<file path="config.mk">
export PLATFORM = sky130hd
export DESIGN_NAME = periph_top
export DESIGN_NICKNAME = d
export VERILOG_FILES = /design/src/rtl/soc_pkg.sv /design/src/rtl/dbus_if.sv /design/src/rtl/clint.sv /design/src/rtl/dbus_interconnect.sv /design/src/rtl/periph_top.sv /design/src/rtl/plic.sv /design/src/rtl/uart_tx.sv
export SDC_FILE = /design/constraint.sdc
export NUM_CORES = 1
export LEC_CHECK = 0
export ABC_AREA = 1
export BUFFER_PORTS_ARGS = -buffer_cell sky130_fd_sc_hd__buf_2
export CAP_MARGIN = 10
export CORE_AREA = 2 2 140 197
export DETAILED_ROUTE_END_ITERATION = 6
export DIE_AREA = 0 0 142 199
export PLACE_DENSITY = 0.78
export SLEW_MARGIN = 40
export SYNTH_ARGS = -nofsm -noshare
export SYNTH_HDL_FRONTEND = slang
export SYNTH_SLANG_ARGS = --single-unit
</file>
<file path="constraint.sdc">
create_clock -name clk -period 5.1 [get_ports clk]
set_input_delay 0.51 -clock clk [delete_from_list [all_inputs] [get_ports clk]]
set_output_delay 0.51 -clock clk [all_outputs]
set_load 0.02 [all_outputs]
</file>
<file path="src/rtl/soc_pkg.sv">
package soc_pkg;

    // Bus widths
    localparam int DATA_W = 32;
    localparam int ADDR_W = 32;

    // Region decode uses address bits 31..24
    localparam int RGN_LSB = 24;

    localparam logic [ADDR_W-1:0] CLINT_BASE = 32'h0200_0000;
    localparam logic [ADDR_W-1:0] PLIC_BASE  = 32'h0C00_0000;
    localparam logic [ADDR_W-1:0] UART_BASE  = 32'h1000_0000;

    // CLINT register offsets
    localparam logic [ADDR_W-1:0] CLINT_MSIP        = 32'h0000_0000;
    localparam logic [ADDR_W-1:0] CLINT_MTIMECMP_LO = 32'h0000_4000;
    localparam logic [ADDR_W-1:0] CLINT_MTIMECMP_HI = 32'h0000_4004;
    localparam logic [ADDR_W-1:0] CLINT_MTIME_LO    = 32'h0000_BFF8;
    localparam logic [ADDR_W-1:0] CLINT_MTIME_HI    = 32'h0000_BFFC;

    // PLIC register offsets, priority of source n at PRIO_BASE + 4*n
    localparam logic [ADDR_W-1:0] PLIC_PRIO_BASE = 32'h0000_0000;
    localparam logic [ADDR_W-1:0] PLIC_PENDING   = 32'h0000_1000;
    localparam logic [ADDR_W-1:0] PLIC_ENABLE    = 32'h0000_2000;
    localparam logic [ADDR_W-1:0] PLIC_THRESHOLD = 32'h0020_0000;
    localparam logic [ADDR_W-1:0] PLIC_CLAIM     = 32'h0020_0004;

    localparam int PLIC_SRC_N  = 2;   // Source 1 UART, source 2 external
    localparam int PLIC_PRIO_W = 3;
    localparam int PLIC_ID_W   = $clog2(PLIC_SRC_N + 1);

    // UART register offsets
    localparam logic [ADDR_W-1:0] UART_TXDATA = 32'h0000_0000;
    localparam logic [ADDR_W-1:0] UART_STATUS = 32'h0000_0004;
    localparam logic [ADDR_W-1:0] UART_DIV    = 32'h0000_0008;
    localparam logic [ADDR_W-1:0] UART_IER    = 32'h0000_000C;

    localparam int UART_DIV_W      = 16;
    localparam int UART_FRAME_BITS = 10;  // Start, 8 data, stop
    localparam logic [UART_DIV_W-1:0] UART_DIV_RESET = 16'd4;

    typedef enum logic [1:0] {
        SEL_NONE,
        SEL_CLINT,
        SEL_PLIC,
        SEL_UART
    } slave_sel_e;

endpackage : soc_pkg

</file>
<file path="src/rtl/dbus_if.sv">
`timescale 1ns/1ps

interface dbus_if;
    import soc_pkg::*;

    logic              cyc;
    logic              stb;
    logic              we;
    logic [ADDR_W-1:0] adr;    // Offset within the region
    logic [DATA_W-1:0] wdat;
    logic [DATA_W-1:0] rdat;
    logic              ack;

    // Interconnect side
    modport master (
        output cyc, stb, we, adr, wdat,
        input  rdat, ack
    );

    // Peripheral side
    modport slave (
        input  cyc, stb, we, adr, wdat,
        output rdat, ack
    );

endinterface : dbus_if

</file>
<file path="src/rtl/clint.sv">
`timescale 1ns/1ps

module clint (
    input  logic    clk,
    input  logic    arst_n_i,

    dbus_if.slave   bus,

    output logic    timer_irq_o,
    output logic    soft_irq_o
);
    import soc_pkg::*;

    logic [2*DATA_W-1:0] mtime_q;
    logic [2*DATA_W-1:0] mtimecmp_q;
    logic                msip_q;
    logic                ack_q;
    logic [DATA_W-1:0]   rdat_q;
    logic [DATA_W-1:0]   rd_mux;
    logic                req;
    logic                wr;

    assign req = bus.cyc && bus.stb && !ack_q;  // First cycle of an access
    assign wr  = req && bus.we;

    always_ff @(posedge clk or negedge arst_n_i) begin
        if (!arst_n_i) begin
            mtime_q    <= '0;
            mtimecmp_q <= '1;     // No timer interrupt out of reset
            msip_q     <= 1'b0;
            ack_q      <= 1'b0;
        end else begin
            ack_q   <= req;
            mtime_q <= mtime_q + 1'b1;

            // A word write replaces that half of the running count
            if (wr) begin
                case (bus.adr)
                    CLINT_MSIP:        msip_q                   <= bus.wdat[0];
                    CLINT_MTIMECMP_LO: mtimecmp_q[DATA_W-1:0]   <= bus.wdat;
                    CLINT_MTIMECMP_HI: mtimecmp_q[2*DATA_W-1:DATA_W] <= bus.wdat;
                    CLINT_MTIME_LO:    mtime_q[DATA_W-1:0]      <= bus.wdat;
                    CLINT_MTIME_HI:    mtime_q[2*DATA_W-1:DATA_W] <= bus.wdat;
                    default: ;
                endcase
            end
        end
    end

    always_comb begin
        rd_mux = '0;
        case (bus.adr)
            CLINT_MSIP:        rd_mux[0] = msip_q;
            CLINT_MTIMECMP_LO: rd_mux    = mtimecmp_q[DATA_W-1:0];
            CLINT_MTIMECMP_HI: rd_mux    = mtimecmp_q[2*DATA_W-1:DATA_W];
            CLINT_MTIME_LO:    rd_mux    = mtime_q[DATA_W-1:0];
            CLINT_MTIME_HI:    rd_mux    = mtime_q[2*DATA_W-1:DATA_W];
            default: ;
        endcase
    end

    // Read data captured on the edge that raises ack
    always_ff @(posedge clk) begin
        if (req) begin
            rdat_q <= rd_mux;
        end
    end

    assign bus.ack  = ack_q;
    assign bus.rdat = rdat_q;

    assign timer_irq_o = (mtime_q >= mtimecmp_q);
    assign soft_irq_o  = msip_q;

endmodule : clint

</file>
<file path="src/rtl/dbus_interconnect.sv">
`timescale 1ns/1ps

module dbus_interconnect (
    input  logic                        clk,
    input  logic                        arst_n_i,

    input  logic                        wb_cyc_i,
    input  logic                        wb_stb_i,
    input  logic                        wb_we_i,
    input  logic [soc_pkg::ADDR_W-1:0]  wb_adr_i,
    input  logic [soc_pkg::DATA_W-1:0]  wb_dat_i,
    output logic [soc_pkg::DATA_W-1:0]  wb_dat_o,
    output logic                        wb_ack_o,

    dbus_if.master                      clint_bus,
    dbus_if.master                      plic_bus,
    dbus_if.master                      uart_bus
);
    import soc_pkg::*;

    slave_sel_e        sel;
    logic [ADDR_W-1:0] offset;
    logic              none_ack_q;   // Ack for unmapped regions

    // Region decode
    always_comb begin
        case (wb_adr_i[ADDR_W-1:RGN_LSB])
            CLINT_BASE[ADDR_W-1:RGN_LSB]: sel = SEL_CLINT;
            PLIC_BASE[ADDR_W-1:RGN_LSB]:  sel = SEL_PLIC;
            UART_BASE[ADDR_W-1:RGN_LSB]:  sel = SEL_UART;
            default:                      sel = SEL_NONE;
        endcase
    end

    assign offset = {{(ADDR_W-RGN_LSB){1'b0}}, wb_adr_i[RGN_LSB-1:0]};

    assign clint_bus.cyc  = wb_cyc_i && (sel == SEL_CLINT);
    assign clint_bus.stb  = wb_stb_i && (sel == SEL_CLINT);
    assign clint_bus.we   = wb_we_i;
    assign clint_bus.adr  = offset;
    assign clint_bus.wdat = wb_dat_i;

    assign plic_bus.cyc   = wb_cyc_i && (sel == SEL_PLIC);
    assign plic_bus.stb   = wb_stb_i && (sel == SEL_PLIC);
    assign plic_bus.we    = wb_we_i;
    assign plic_bus.adr   = offset;
    assign plic_bus.wdat  = wb_dat_i;

    assign uart_bus.cyc   = wb_cyc_i && (sel == SEL_UART);
    assign uart_bus.stb   = wb_stb_i && (sel == SEL_UART);
    assign uart_bus.we    = wb_we_i;
    assign uart_bus.adr   = offset;
    assign uart_bus.wdat  = wb_dat_i;

    // Unmapped access answered after one cycle so the master never hangs
    always_ff @(posedge clk or negedge arst_n_i) begin
        if (!arst_n_i) begin
            none_ack_q <= 1'b0;
        end else begin
            none_ack_q <= wb_cyc_i && wb_stb_i && (sel == SEL_NONE) && !none_ack_q;
        end
    end

    // Response mux back to the top
    always_comb begin
        case (sel)
            SEL_CLINT: begin
                wb_dat_o = clint_bus.rdat;
                wb_ack_o = clint_bus.ack;
            end
            SEL_PLIC: begin
                wb_dat_o = plic_bus.rdat;
                wb_ack_o = plic_bus.ack;
            end
            SEL_UART: begin
                wb_dat_o = uart_bus.rdat;
                wb_ack_o = uart_bus.ack;
            end
            default: begin
                wb_dat_o = '0;          // Unmapped reads return zero
                wb_ack_o = none_ack_q;
            end
        endcase
    end

endmodule : dbus_interconnect

</file>
<file path="src/rtl/periph_top.sv">
`timescale 1ns/1ps

module periph_top (
    input  logic                        clk,
    input  logic                        arst_n_i,

    // Wishbone slave port from the load/store unit
    input  logic                        wb_cyc_i,
    input  logic                        wb_stb_i,
    input  logic                        wb_we_i,
    input  logic [soc_pkg::ADDR_W-1:0]  wb_adr_i,
    input  logic [soc_pkg::DATA_W-1:0]  wb_dat_i,
    output logic [soc_pkg::DATA_W-1:0]  wb_dat_o,
    output logic                        wb_ack_o,

    input  logic                        ext_irq_i,

    output logic                        uart_txd_o,
    output logic                        timer_irq_o,
    output logic                        soft_irq_o,
    output logic                        ext_irq_o
);

    logic uart_irq;

    dbus_if clint_bus ();
    dbus_if plic_bus ();
    dbus_if uart_bus ();

    dbus_interconnect i_dbus_interconnect (
        .clk        (clk),
        .arst_n_i   (arst_n_i),
        .wb_cyc_i   (wb_cyc_i),
        .wb_stb_i   (wb_stb_i),
        .wb_we_i    (wb_we_i),
        .wb_adr_i   (wb_adr_i),
        .wb_dat_i   (wb_dat_i),
        .wb_dat_o   (wb_dat_o),
        .wb_ack_o   (wb_ack_o),
        .clint_bus  (clint_bus.master),
        .plic_bus   (plic_bus.master),
        .uart_bus   (uart_bus.master)
    );

    clint i_clint (
        .clk         (clk),
        .arst_n_i    (arst_n_i),
        .bus         (clint_bus.slave),
        .timer_irq_o (timer_irq_o),
        .soft_irq_o  (soft_irq_o)
    );

    plic i_plic (
        .clk        (clk),
        .arst_n_i   (arst_n_i),
        .bus        (plic_bus.slave),
        .src_irq_i  ({ext_irq_i, uart_irq}),   // Source 2 external, source 1 UART
        .irq_o      (ext_irq_o)
    );

    uart_tx i_uart_tx (
        .clk        (clk),
        .arst_n_i   (arst_n_i),
        .bus        (uart_bus.slave),
        .txd_o      (uart_txd_o),
        .irq_o      (uart_irq)
    );

endmodule : periph_top

</file>
<file path="src/rtl/plic.sv">
`timescale 1ns/1ps

module plic (
    input  logic                           clk,
    input  logic                           arst_n_i,

    dbus_if.slave                          bus,

    input  logic [soc_pkg::PLIC_SRC_N-1:0] src_irq_i,   // Bit 0 is source 1
    output logic                           irq_o
);
    import soc_pkg::*;

    logic [PLIC_SRC_N:1][PLIC_PRIO_W-1:0] prio_q;
    logic [PLIC_SRC_N:1]                  pending_q;
    logic [PLIC_SRC_N:1]                  enable_q;
    logic [PLIC_SRC_N:1]                  in_service_q;
    logic [PLIC_PRIO_W-1:0]               threshold_q;
    logic [PLIC_PRIO_W-1:0]               best_prio;
    logic [PLIC_ID_W-1:0]                 best_id;
    logic                                 irq_q;
    logic                                 ack_q;
    logic [DATA_W-1:0]                    rdat_q;
    logic [DATA_W-1:0]                    rd_mux;
    logic                                 req;
    logic                                 wr;
    logic                                 claim;
    logic                                 complete;

    assign req      = bus.cyc && bus.stb && !ack_q;
    assign wr       = req && bus.we;
    assign claim    = req && !bus.we && (bus.adr == PLIC_CLAIM);
    assign complete = wr && (bus.adr == PLIC_CLAIM);

    // Strict compare keeps the lower id on a tie and enforces the threshold
    always_comb begin
        best_id   = '0;
        best_prio = threshold_q;
        for (int i = 1; i <= PLIC_SRC_N; i++) begin
            if (pending_q[i] && enable_q[i] && (prio_q[i] > best_prio)) begin
                best_id   = PLIC_ID_W'(i);
                best_prio = prio_q[i];
            end
        end
    end

    always_ff @(posedge clk or negedge arst_n_i) begin
        if (!arst_n_i) begin
            prio_q       <= '0;
            pending_q    <= '0;
            enable_q     <= '0;
            in_service_q <= '0;
            threshold_q  <= '0;
            irq_q        <= 1'b0;
            ack_q        <= 1'b0;
        end else begin
            ack_q <= req;
            irq_q <= (best_id != '0);

            if (wr && (bus.adr == PLIC_THRESHOLD)) begin
                threshold_q <= bus.wdat[PLIC_PRIO_W-1:0];
            end
            if (wr && (bus.adr == PLIC_ENABLE)) begin
                enable_q <= bus.wdat[PLIC_SRC_N:1];
            end

            for (int i = 1; i <= PLIC_SRC_N; i++) begin
                if (wr && (bus.adr == PLIC_PRIO_BASE + ADDR_W'(4 * i))) begin
                    prio_q[i] <= bus.wdat[PLIC_PRIO_W-1:0];
                end

                // Level gateway
                if (claim && (best_id == PLIC_ID_W'(i))) begin
                    pending_q[i]    <= 1'b0;
                    in_service_q[i] <= 1'b1;
                end else if (src_irq_i[i-1] && !in_service_q[i]) begin
                    pending_q[i] <= 1'b1;
                end

                if (complete && (bus.wdat[PLIC_ID_W-1:0] == PLIC_ID_W'(i))) begin
                    in_service_q[i] <= 1'b0;
                end
            end
        end
    end

    always_comb begin
        rd_mux = '0;
        case (bus.adr)
            PLIC_PENDING:   rd_mux[PLIC_SRC_N:0]    = {pending_q, 1'b0};
            PLIC_ENABLE:    rd_mux[PLIC_SRC_N:0]    = {enable_q, 1'b0};
            PLIC_THRESHOLD: rd_mux[PLIC_PRIO_W-1:0] = threshold_q;
            PLIC_CLAIM:     rd_mux[PLIC_ID_W-1:0]   = best_id;
            default: begin
                for (int i = 1; i <= PLIC_SRC_N; i++) begin
                    if (bus.adr == PLIC_PRIO_BASE + ADDR_W'(4 * i)) begin
                        rd_mux[PLIC_PRIO_W-1:0] = prio_q[i];
                    end
                end
            end
        endcase
    end

    always_ff @(posedge clk) begin
        if (req) begin
            rdat_q <= rd_mux;   // Claim id sampled with its side effects
        end
    end

    assign bus.ack  = ack_q;
    assign bus.rdat = rdat_q;
    assign irq_o    = irq_q;

endmodule : plic

</file>
<file path="src/rtl/uart_tx.sv">
`timescale 1ns/1ps

module uart_tx (
    input  logic    clk,
    input  logic    arst_n_i,

    dbus_if.slave   bus,

    output logic    txd_o,
    output logic    irq_o
);
    import soc_pkg::*;

    logic [UART_DIV_W-1:0]              div_q;
    logic [UART_DIV_W-1:0]              baud_cnt_q;
    logic [$clog2(UART_FRAME_BITS)-1:0] bit_cnt_q;
    logic [UART_FRAME_BITS-1:0]         shift_q;
    logic                               busy_q;
    logic                               ier_q;
    logic                               txd_q;
    logic                               ack_q;
    logic [DATA_W-1:0]                  rdat_q;
    logic                               req;
    logic                               wr;

    assign req = bus.cyc && bus.stb && !ack_q;
    assign wr  = req && bus.we;

    // Frame payload, shifted out LSB first
    always_ff @(posedge clk) begin
        if (wr && (bus.adr == UART_TXDATA) && !busy_q) begin
            shift_q <= {1'b1, bus.wdat[7:0], 1'b0};
        end else if (busy_q && (baud_cnt_q == div_q - 1'b1)) begin
            shift_q <= {1'b1, shift_q[UART_FRAME_BITS-1:1]};
        end
    end

    always_ff @(posedge clk or negedge arst_n_i) begin
        if (!arst_n_i) begin
            div_q      <= UART_DIV_RESET;
            baud_cnt_q <= '0;
            bit_cnt_q  <= '0;
            busy_q     <= 1'b0;
            ier_q      <= 1'b0;
            txd_q      <= 1'b1;    // Line idles high
            ack_q      <= 1'b0;
        end else begin
            ack_q <= req;
            txd_q <= busy_q ? shift_q[0] : 1'b1;   // One cycle behind the shifter

            if (wr && (bus.adr == UART_DIV)) div_q <= bus.wdat[UART_DIV_W-1:0];
            if (wr && (bus.adr == UART_IER)) ier_q <= bus.wdat[0];

            if (wr && (bus.adr == UART_TXDATA) && !busy_q) begin
                busy_q     <= 1'b1;
                baud_cnt_q <= '0;
                bit_cnt_q  <= '0;
            end else if (busy_q) begin
                if (baud_cnt_q == div_q - 1'b1) begin
                    baud_cnt_q <= '0;
                    bit_cnt_q  <= bit_cnt_q + 1'b1;
                    if (bit_cnt_q == UART_FRAME_BITS - 1) begin
                        busy_q <= 1'b0;   // Stop bit done
                    end
                end else begin
                    baud_cnt_q <= baud_cnt_q + 1'b1;
                end
            end
        end
    end

    always_ff @(posedge clk) begin
        if (req) begin
            rdat_q <= '0;
            case (bus.adr)
                UART_STATUS: rdat_q[0]              <= busy_q;
                UART_DIV:    rdat_q[UART_DIV_W-1:0] <= div_q;
                UART_IER:    rdat_q[0]              <= ier_q;
                default: ;
            endcase
        end
    end

    assign bus.ack  = ack_q;
    assign bus.rdat = rdat_q;
    assign txd_o    = txd_q;
    assign irq_o    = ier_q && !busy_q;

endmodule : uart_tx

</file>
==> results.json, run 1 <==
{
  "cp_num_buf_inv": 2,
  "slew_headroom": 0.441,
  "drtIter0Drc": 932,
  "period_needed_ns": 3.47,
  "cts_htree_levels": 1,
  "synth_xor_area_frac": 0.0296,
  "crit_path_top_delay_cell": "nor3_1",
  "crit_path_frequent_cell": "nand2_1",
  "cp_top_family": "simple AND/OR/NAND/NOR gates",
  "synthAdderAreaFrac": 0.0599,
  "rows": 71,
  "wl_per_cell_um": 20.4,
  "io_pins": 107,
  "tightest_slew_ns": 0.837,
  "fp.coreArea_um2": 26600,
  "synthCells": 2096,
  "grt_pass1_wl_um": 80300,
  "violations": "design-rule violations",
  "critPathRequiredTime_ns": 4.59,
  "yosys.area_share.simple": 0.276,
  "cp-end-kind": "output port",
  "gp_congestion": 1.02,
  "route.detailed.drc": 2,
  "max_freq_ghz": 0.288,
  "yosys.area.top_type_share": 0.195,
  "hold_class": "primary input to flop",
  "cp-start-kind": "flop",
  "power.density_nw_per_um2": 237,
  "rsz0062_at_grt": "no",
  "tns_ns": 0,
  "via_per_inst": 5.92,
  "worstPathArrival_ns": 2.96,
  "synth_top_family_by_area": "simple AND/OR/NAND/NOR gates",
  "routed_wl_um": 51800,
  "ys.flop_type": "dfrtp_1",
  "cts_buffers": 27,
  "cts_sinks": 248,
  "synth-compound-area-share": 0.122,
  "max_stage_delay_ns": 0.58,
  "grt_max_degree": 112,
  "syn_avg_cell_area_um2": 7.48,
  "period_share": 0.680,
  "clock_skew_ns": 0.0265,
  "start_util": 0.590,
  "synth.distinct_cells": 45,
  "async_flop_share": 0.758,
  "die_w_um": 142,
  "synth_sequential_area_ratio": 0.420,
  "crit_chain": "inv_1 -> ha_1 -> nand4_1 -> nor3_1 -> o21ai_0 -> nand2_1 -> nand2_1 -> nand2_1 -> nand2_1 -> nand3_1 -> buf_2",
  "max-cap-violations": 0,
  "yosys.area.top_type": "dfrtp_1",
  "vias": 15100,
  "areaGrowthSynthToFinish_pct": 11.3,
  "drive_above_1_share": 0.120,
  "hold_ws_ns": 0.156,
  "dieHeight_um": 199,
  "ys_warn_count": 0,
  "clk_latency_ns": 0.57,
  "worstPathMaxFanout": 3,
  "cts_tree": "yes",
  "hold_violations": 0,
  "cts_buffer_depth": 3,
  "cts_setup_buffers": 0,
  "setup_viol": 0,
  "grt_use_total": 0.372,
  "vdd_drop_max_mv": 0.292,
  "p_leak_nw": 8.25,
  "clock-root-buffer": "clkbuf_16",
  "first_pass_iters": 7,
  "n_antenna_cell": 0,
  "grt_antenna_before_repair": 0,
  "synth_seq_cells": 248,
  "nNetsFinal": 2338,
  "postCtsResizedCells": 0,
  "synth_area_leaders": "dfrtp_1 (19%), nand2_1 (13%), edfxtp_1 (11%)",
  "setup.worst_path.class": "flop to output port",
  "synth_edf_count": 59,
  "port_buffers": 106,
  "grt_pass1_vias": 15000,
  "hpwlAfterDp_um": 39300,
  "finalPower_w": 0.00413,
  "syn_area_um2": 15700,
  "maxSlewViolCount": 0,
  "grt_overflow": 0,
  "status": "finished with violations",
  "synth_nets": 2241,
  "cts.clk_slew.worst_paths_ns": 0.07,
  "muxShareOfSynthArea": 0,
  "die-area_um2": 28300,
  "ant_nets": 0
}
logic make-up (layout without fill, tap and decap cells):
kind of cell,count (synthesis),count (layout)
buffers and inverters,378,496
adders and majority gates,75,75
xor gates and xnor gates,53,53
AOI/OAI and AO/OA,339,339
DFF,248,248
and+or+nand+nor,1003,1003
synth_stat cells, types with 8 or more instances:
library cell	n
clkbuf_1	24
nand3b_1	10
xnor2_1	14
o21ai_1	51
nand2_1	529
a22oi_1	65
nor4_1	14
xor2_1	39
o22ai_1	8
dfstp_2	66
buf_2	25
nor3_1	56
inv_1	320
or2_2	9
edfxtp_1	59
o21ai_0	144
nor2_1	182
nand4_1	46
dfrtp_1	122
a21oi_1	55
ha_1	75
nand3_1	126
layout by cell type, fill, tap and decap left out, types with 51 or more instances in the layout:
cell | Yosys | layout
nor2_1 | 182 | 180
edfxtp_1 | 59 | 59
nand3_1 | 126 | 126
o21ai_1 | 51 | 51
nor3_1 | 56 | 54
ha_1 | 75 | 75
a21oi_1 | 55 | 55
dfstp_2 | 66 | 66
nand2_1 | 529 | 527
dfrtp_1 | 122 | 122
buf_2 | 25 | 105
o21ai_0 | 144 | 144
a22oi_1 | 65 | 65
inv_1 | 320 | 320
through the flow:
| step | instances | utilization | instance area [um2] | setup WS [ns] |
|---|---|---|---|---|
| final | 2542 | 0.657 | 17400 | 1.63 |
| after global routing | 2542 | 0.657 | 17400 | 1.43 |
| after CTS | 2542 | 0.656 | 17400 | 1.70 |
| after detailed placement | 2491 | 0.622 | 16500 | 1.64 |
| after global placement | 2491 | 0.621 | 16500 | 1.71 |
| after floorplan | 2096 | - | 15700 | 0.667 |
worst register-to-register path, delay by kind of cell, from the launching register on:
kind,cells,cell delay [ns]
AO/OA/AOI/OAI,5,0.61
adder cells (fa/ha/maj),2,0.65
buffers and inverters,1,0.08
flip-flops,1,0.38
AND/OR/NAND/NOR,7,1.00
per-layer routing:
| layer | wire (um) | track usage |
|---|---|---|
| met5 | 0 | 0 |
| met4 | 3940 | 0.259 |
| met3 | 2830 | 0.0392 |
| met2 | 26600 | 0.669 |
| met1 | 18500 | 0.408 |
path summary, 6_finish.rpt:
| path | from | end | slack [ns] | depth (start not counted) |
|---|---|---|---|---|
| max | i_clint.mtimecmp_q[15] | timer_irq_o | 1.63 | 11 |
| max reg2reg | i_plic.threshold_q[2] | i_plic.bus.rdat[0] | 2.11 | 15 |
| min | wb_dat_i[28] | i_clint.mtime_q[60] | 0.16 | 3 |
| min in group asynchronous | arst_n_i | i_uart_tx.bus.ack | 0.50 | 2 |
| min reg2reg | i_uart_tx.shift_q[0] | i_uart_tx.txd_o | 0.44 | 2 |
| max in group asynchronous | arst_n_i | i_clint.mtime_q[36] | 3.51 | 3 |
state kept, by name, summed over array words and instances, names as in the netlist, 3 cells and up:
name and count:
i_clint.mtime_q 64, i_clint.mtimecmp_q 64, i_clint.bus.rdat 32, i_uart_tx.baud_cnt_q 16, i_uart_tx.bus.rdat 16, i_uart_tx.div_q 16, i_uart_tx.shift_q 9, i_plic.prio_q 6
i_uart_tx.bit_cnt_q 4, i_plic.bus.rdat 3, i_plic.threshold_q 3
cell type report:
cell class / count / area [um2]
Tap cell: 328 / 410
Multi-Input combinational cell: 1470 / 7660
Clock buffer: 34 / 732
Clock inverter: 16 / 171
Inverter: 325 / 1220
Fill cell: 2320 / 9120
Timing Repair Buffer: 121 / 666
Sequential cell: 248 / 6580
report_power, final:
part,internal [W],switching [W]
Sequential,0.00203,0.000000293
Clock,0.00113,0.000862
Combinational,0.0000294,0.0000832
Total,0.00319,0.000945
repair_timing:
item	in CTS	in global routing
hold endpoints to repair	76	0
hold buffers	1	0
endpoints found under the setup margin	0	0
Power figures use the tool's default switching activity.
==> inputs of run 2 (changes only) <==
- CORE_AREA: 2 2 140 197 -> 2 2 145 203
- DIE_AREA: 0 0 142 199 -> 0 0 147 205
- PLACE_DENSITY: 0.78 -> 0.77
- clock period: 5.1 -> 3.05 ns (I/O delays scaled with it)
==> run 2 against run 1 <==
Net effect:
- the run ends with negative setup slack left
- final area up 4.1%
- flip-flop and latch count unchanged
- routed wire length up 1.2%
- first-iteration DRC count up 7.3%
- setup slack worse by 1.7 ns
- register-to-register slack worse by 1.9 ns
- worst hold slack worse by 0.14 ns
- clock skew down 0.0084 ns
- non-clock buffer count up 58
- combinational power up 86%
- clock-buffer cell count up 4
- critical path type unchanged
- critical endpoint unchanged
- largest cell class unchanged
- largest power group is now the clock network
==> results.json, run 2 (synthesis results as in run 1) <==
{
  "hold_class": "primary input to flop",
  "finalPower_w": 0.00708,
  "cts_sinks": 248,
  "fillers": 2508,
  "setup.worst_path.class": "flop to output port",
  "violations": "negative setup slack",
  "setup_viol": 1,
  "worstPathArrival_ns": 2.78,
  "critPathRequiredTime_ns": 2.74,
  "port_buffers": 106,
  "layout_setup_ws_ns": -0.0315,
  "clock_skew_ns": 0.0181,
  "maxSlewViolCount": 0,
  "hold_violations": 0,
  "status": "finished with violations",
  "fin_area_um2": 18200,
  "fp.coreArea_um2": 28300,
  "via_per_inst": 5.67,
  "grt_use_total": 0.353,
  "grt_max_degree": 69,
  "r2r_end": "i_plic.bus.rdat[1]",
  "cp-end-kind": "output port",
  "r2r-start": "i_plic.threshold_q[2]",
  "tightest_slew_ns": 0.756,
  "grt_overflow": 0,
  "areaGrowthSynthToFinish_pct": 15.9,
  "ant_nets": 0,
  "clk_latency_ns": 0.56,
  "vias": 15000,
  "start_util": 0.554,
  "final_core_util": 0.641,
  "period_needed_ns": 3.08,
  "first_pass_iters": 5,
  "power.density_nw_per_um2": 390,
  "final_common_cell": "nand2_1",
  "cts_buffers": 26,
  "p_leak_nw": 8.58,
  "place_area_um2": 16800,
  "cp-start-kind": "flop",
  "grt_pass1_vias": 15300,
  "gp_congestion": 1.04,
  "rr_worst_depth": 18,
  "rsz0062_at_grt": "yes",
  "holdPathStages": 3,
  "hold_end": "i_clint.mtimecmp_q[49]",
  "max-cap-violations": 0,
  "vdd_drop_max_mv": 0.443,
  "hpwlAfterDp_um": 40600,
  "cts_htree_levels": 1,
  "drtIter0Drc": 1000,
  "clock-root-buffer": "clkbuf_16",
  "grt_pass1_wl_um": 82000,
  "cts.clk_slew.worst_paths_ns": 0.06,
  "die-area_um2": 30100,
  "worstPathMaxFanout": 2,
  "dieHeight_um": 205,
  "placed_cells": 2563,
  "routed_wl_um": 52500,
  "cts_buffer_depth": 3,
  "drive_above_1_share": 0.142,
  "nNetsFinal": 2395,
  "wl_per_cell_um": 19.8,
  "fin_cells": 2645,
  "die_w_um": 147,
  "hp-start": "wb_dat_i[17]",
  "rows": 73,
  "reg2reg_slack_ns": 0.22,
  "max_freq_ghz": 0.325,
  "tns_ns": -0.0315,
  "route.detailed.drc": 0,
  "cts_tree": "yes",
  "n_antenna_cell": 0,
  "final_cell_mix": "nand2_1 (529), inv_1 (316), nor2_1 (179)",
  "io_pins": 107,
  "grt_antenna_before_repair": 0,
  "period_share": 1.01,
  "slew_headroom": 0.496
}
[run 2: cell count changes in the layout (fill, tap and decap cells not counted), sizes merged, moves of 2 or more]
cell         previous run  this run
dlygate4sd3             1        19
buf                   119       159
clkinv                  7         5
bufinv                  2         4
clkbuf                 35        39
clkinvlp                5         0
[run 2: final cells by class]
cell class	count	area [um2]	area share
Tap cell	375	469	0.0258
Sequential cell	248	6580	0.362
Inverter	325	1220	0.0672
Timing Repair Buffer	179	1170	0.0642
Multi-Input combinational cell	1470	7790	0.429
Clock buffer	38	768	0.0423
Clock inverter	10	165	0.00909
[run 2: power by group]
part           leakage, nW  internal, W  total (W)  switching, W
combinational         5.36    0.0000662   0.000210      0.000144
clock                0.458      0.00209    0.00348       0.00139
sequential            2.75      0.00339    0.00339   0.000000477
total                 8.58      0.00555    0.00708       0.00153
[run 2: worst max-delay path by stage]
stage                                 startpoint             endpoint  slack (ns)
after CTS                 i_clint.mtimecmp_q[63]          timer_irq_o       0.002
after global routing      i_clint.mtimecmp_q[62]          timer_irq_o       -0.04
after global placement    i_clint.mtimecmp_q[63]          timer_irq_o        0.06
after floorplan                     wb_adr_i[30]  i_clint.mtime_q[52]        0.44
after detailed placement  i_clint.mtimecmp_q[63]          timer_irq_o       -0.08
final                     i_clint.mtimecmp_q[61]          timer_irq_o       -0.03
[run 2: metal layers]
metal / vias up / track usage / routed length, um
li1: 7217 / - / -
met1: 7099 / 0.385 / 19500
met2: 508 / 0.655 / 27000
met3: 162 / 0.0412 / 2490
met4: 0 / 0.217 / 3460
met5: - / 0 / 0
[run 2: repair_timing]
| action | CTS | global route |
|---|---|---|
| endpoints found under the setup margin | 1 | 6 |
| pin swaps | 9 | 5 |
| buffers inserted | 8 | 7 |
| hold endpoints to repair | 69 | 0 |
| hold buffers | 19 | 0 |
| gates resized for setup | 15 | 14 |
[run 2: per-stage QoR]
step	hold WS, ns	worst slack, ns
floorplan	0.00941	0.443
global placement	0.346	0.0623
detailed placement	0.346	-0.0754
CTS	0.000166	0.00162
global route	0.0154	-0.0435
finish	0.0193	-0.0315
[run 2: worst max-delay path, stage by stage, from the launching register on]
cell and delay, ns:
dfstp_2 0.54, inv_1 0.04, ha_1 0.29, nand4_1 0.18, nor2_4 0.23, nor4b_4 0.35
and3_4 0.26, nand4_1 0.12, nand3_2 0.11, buf_6 0.12
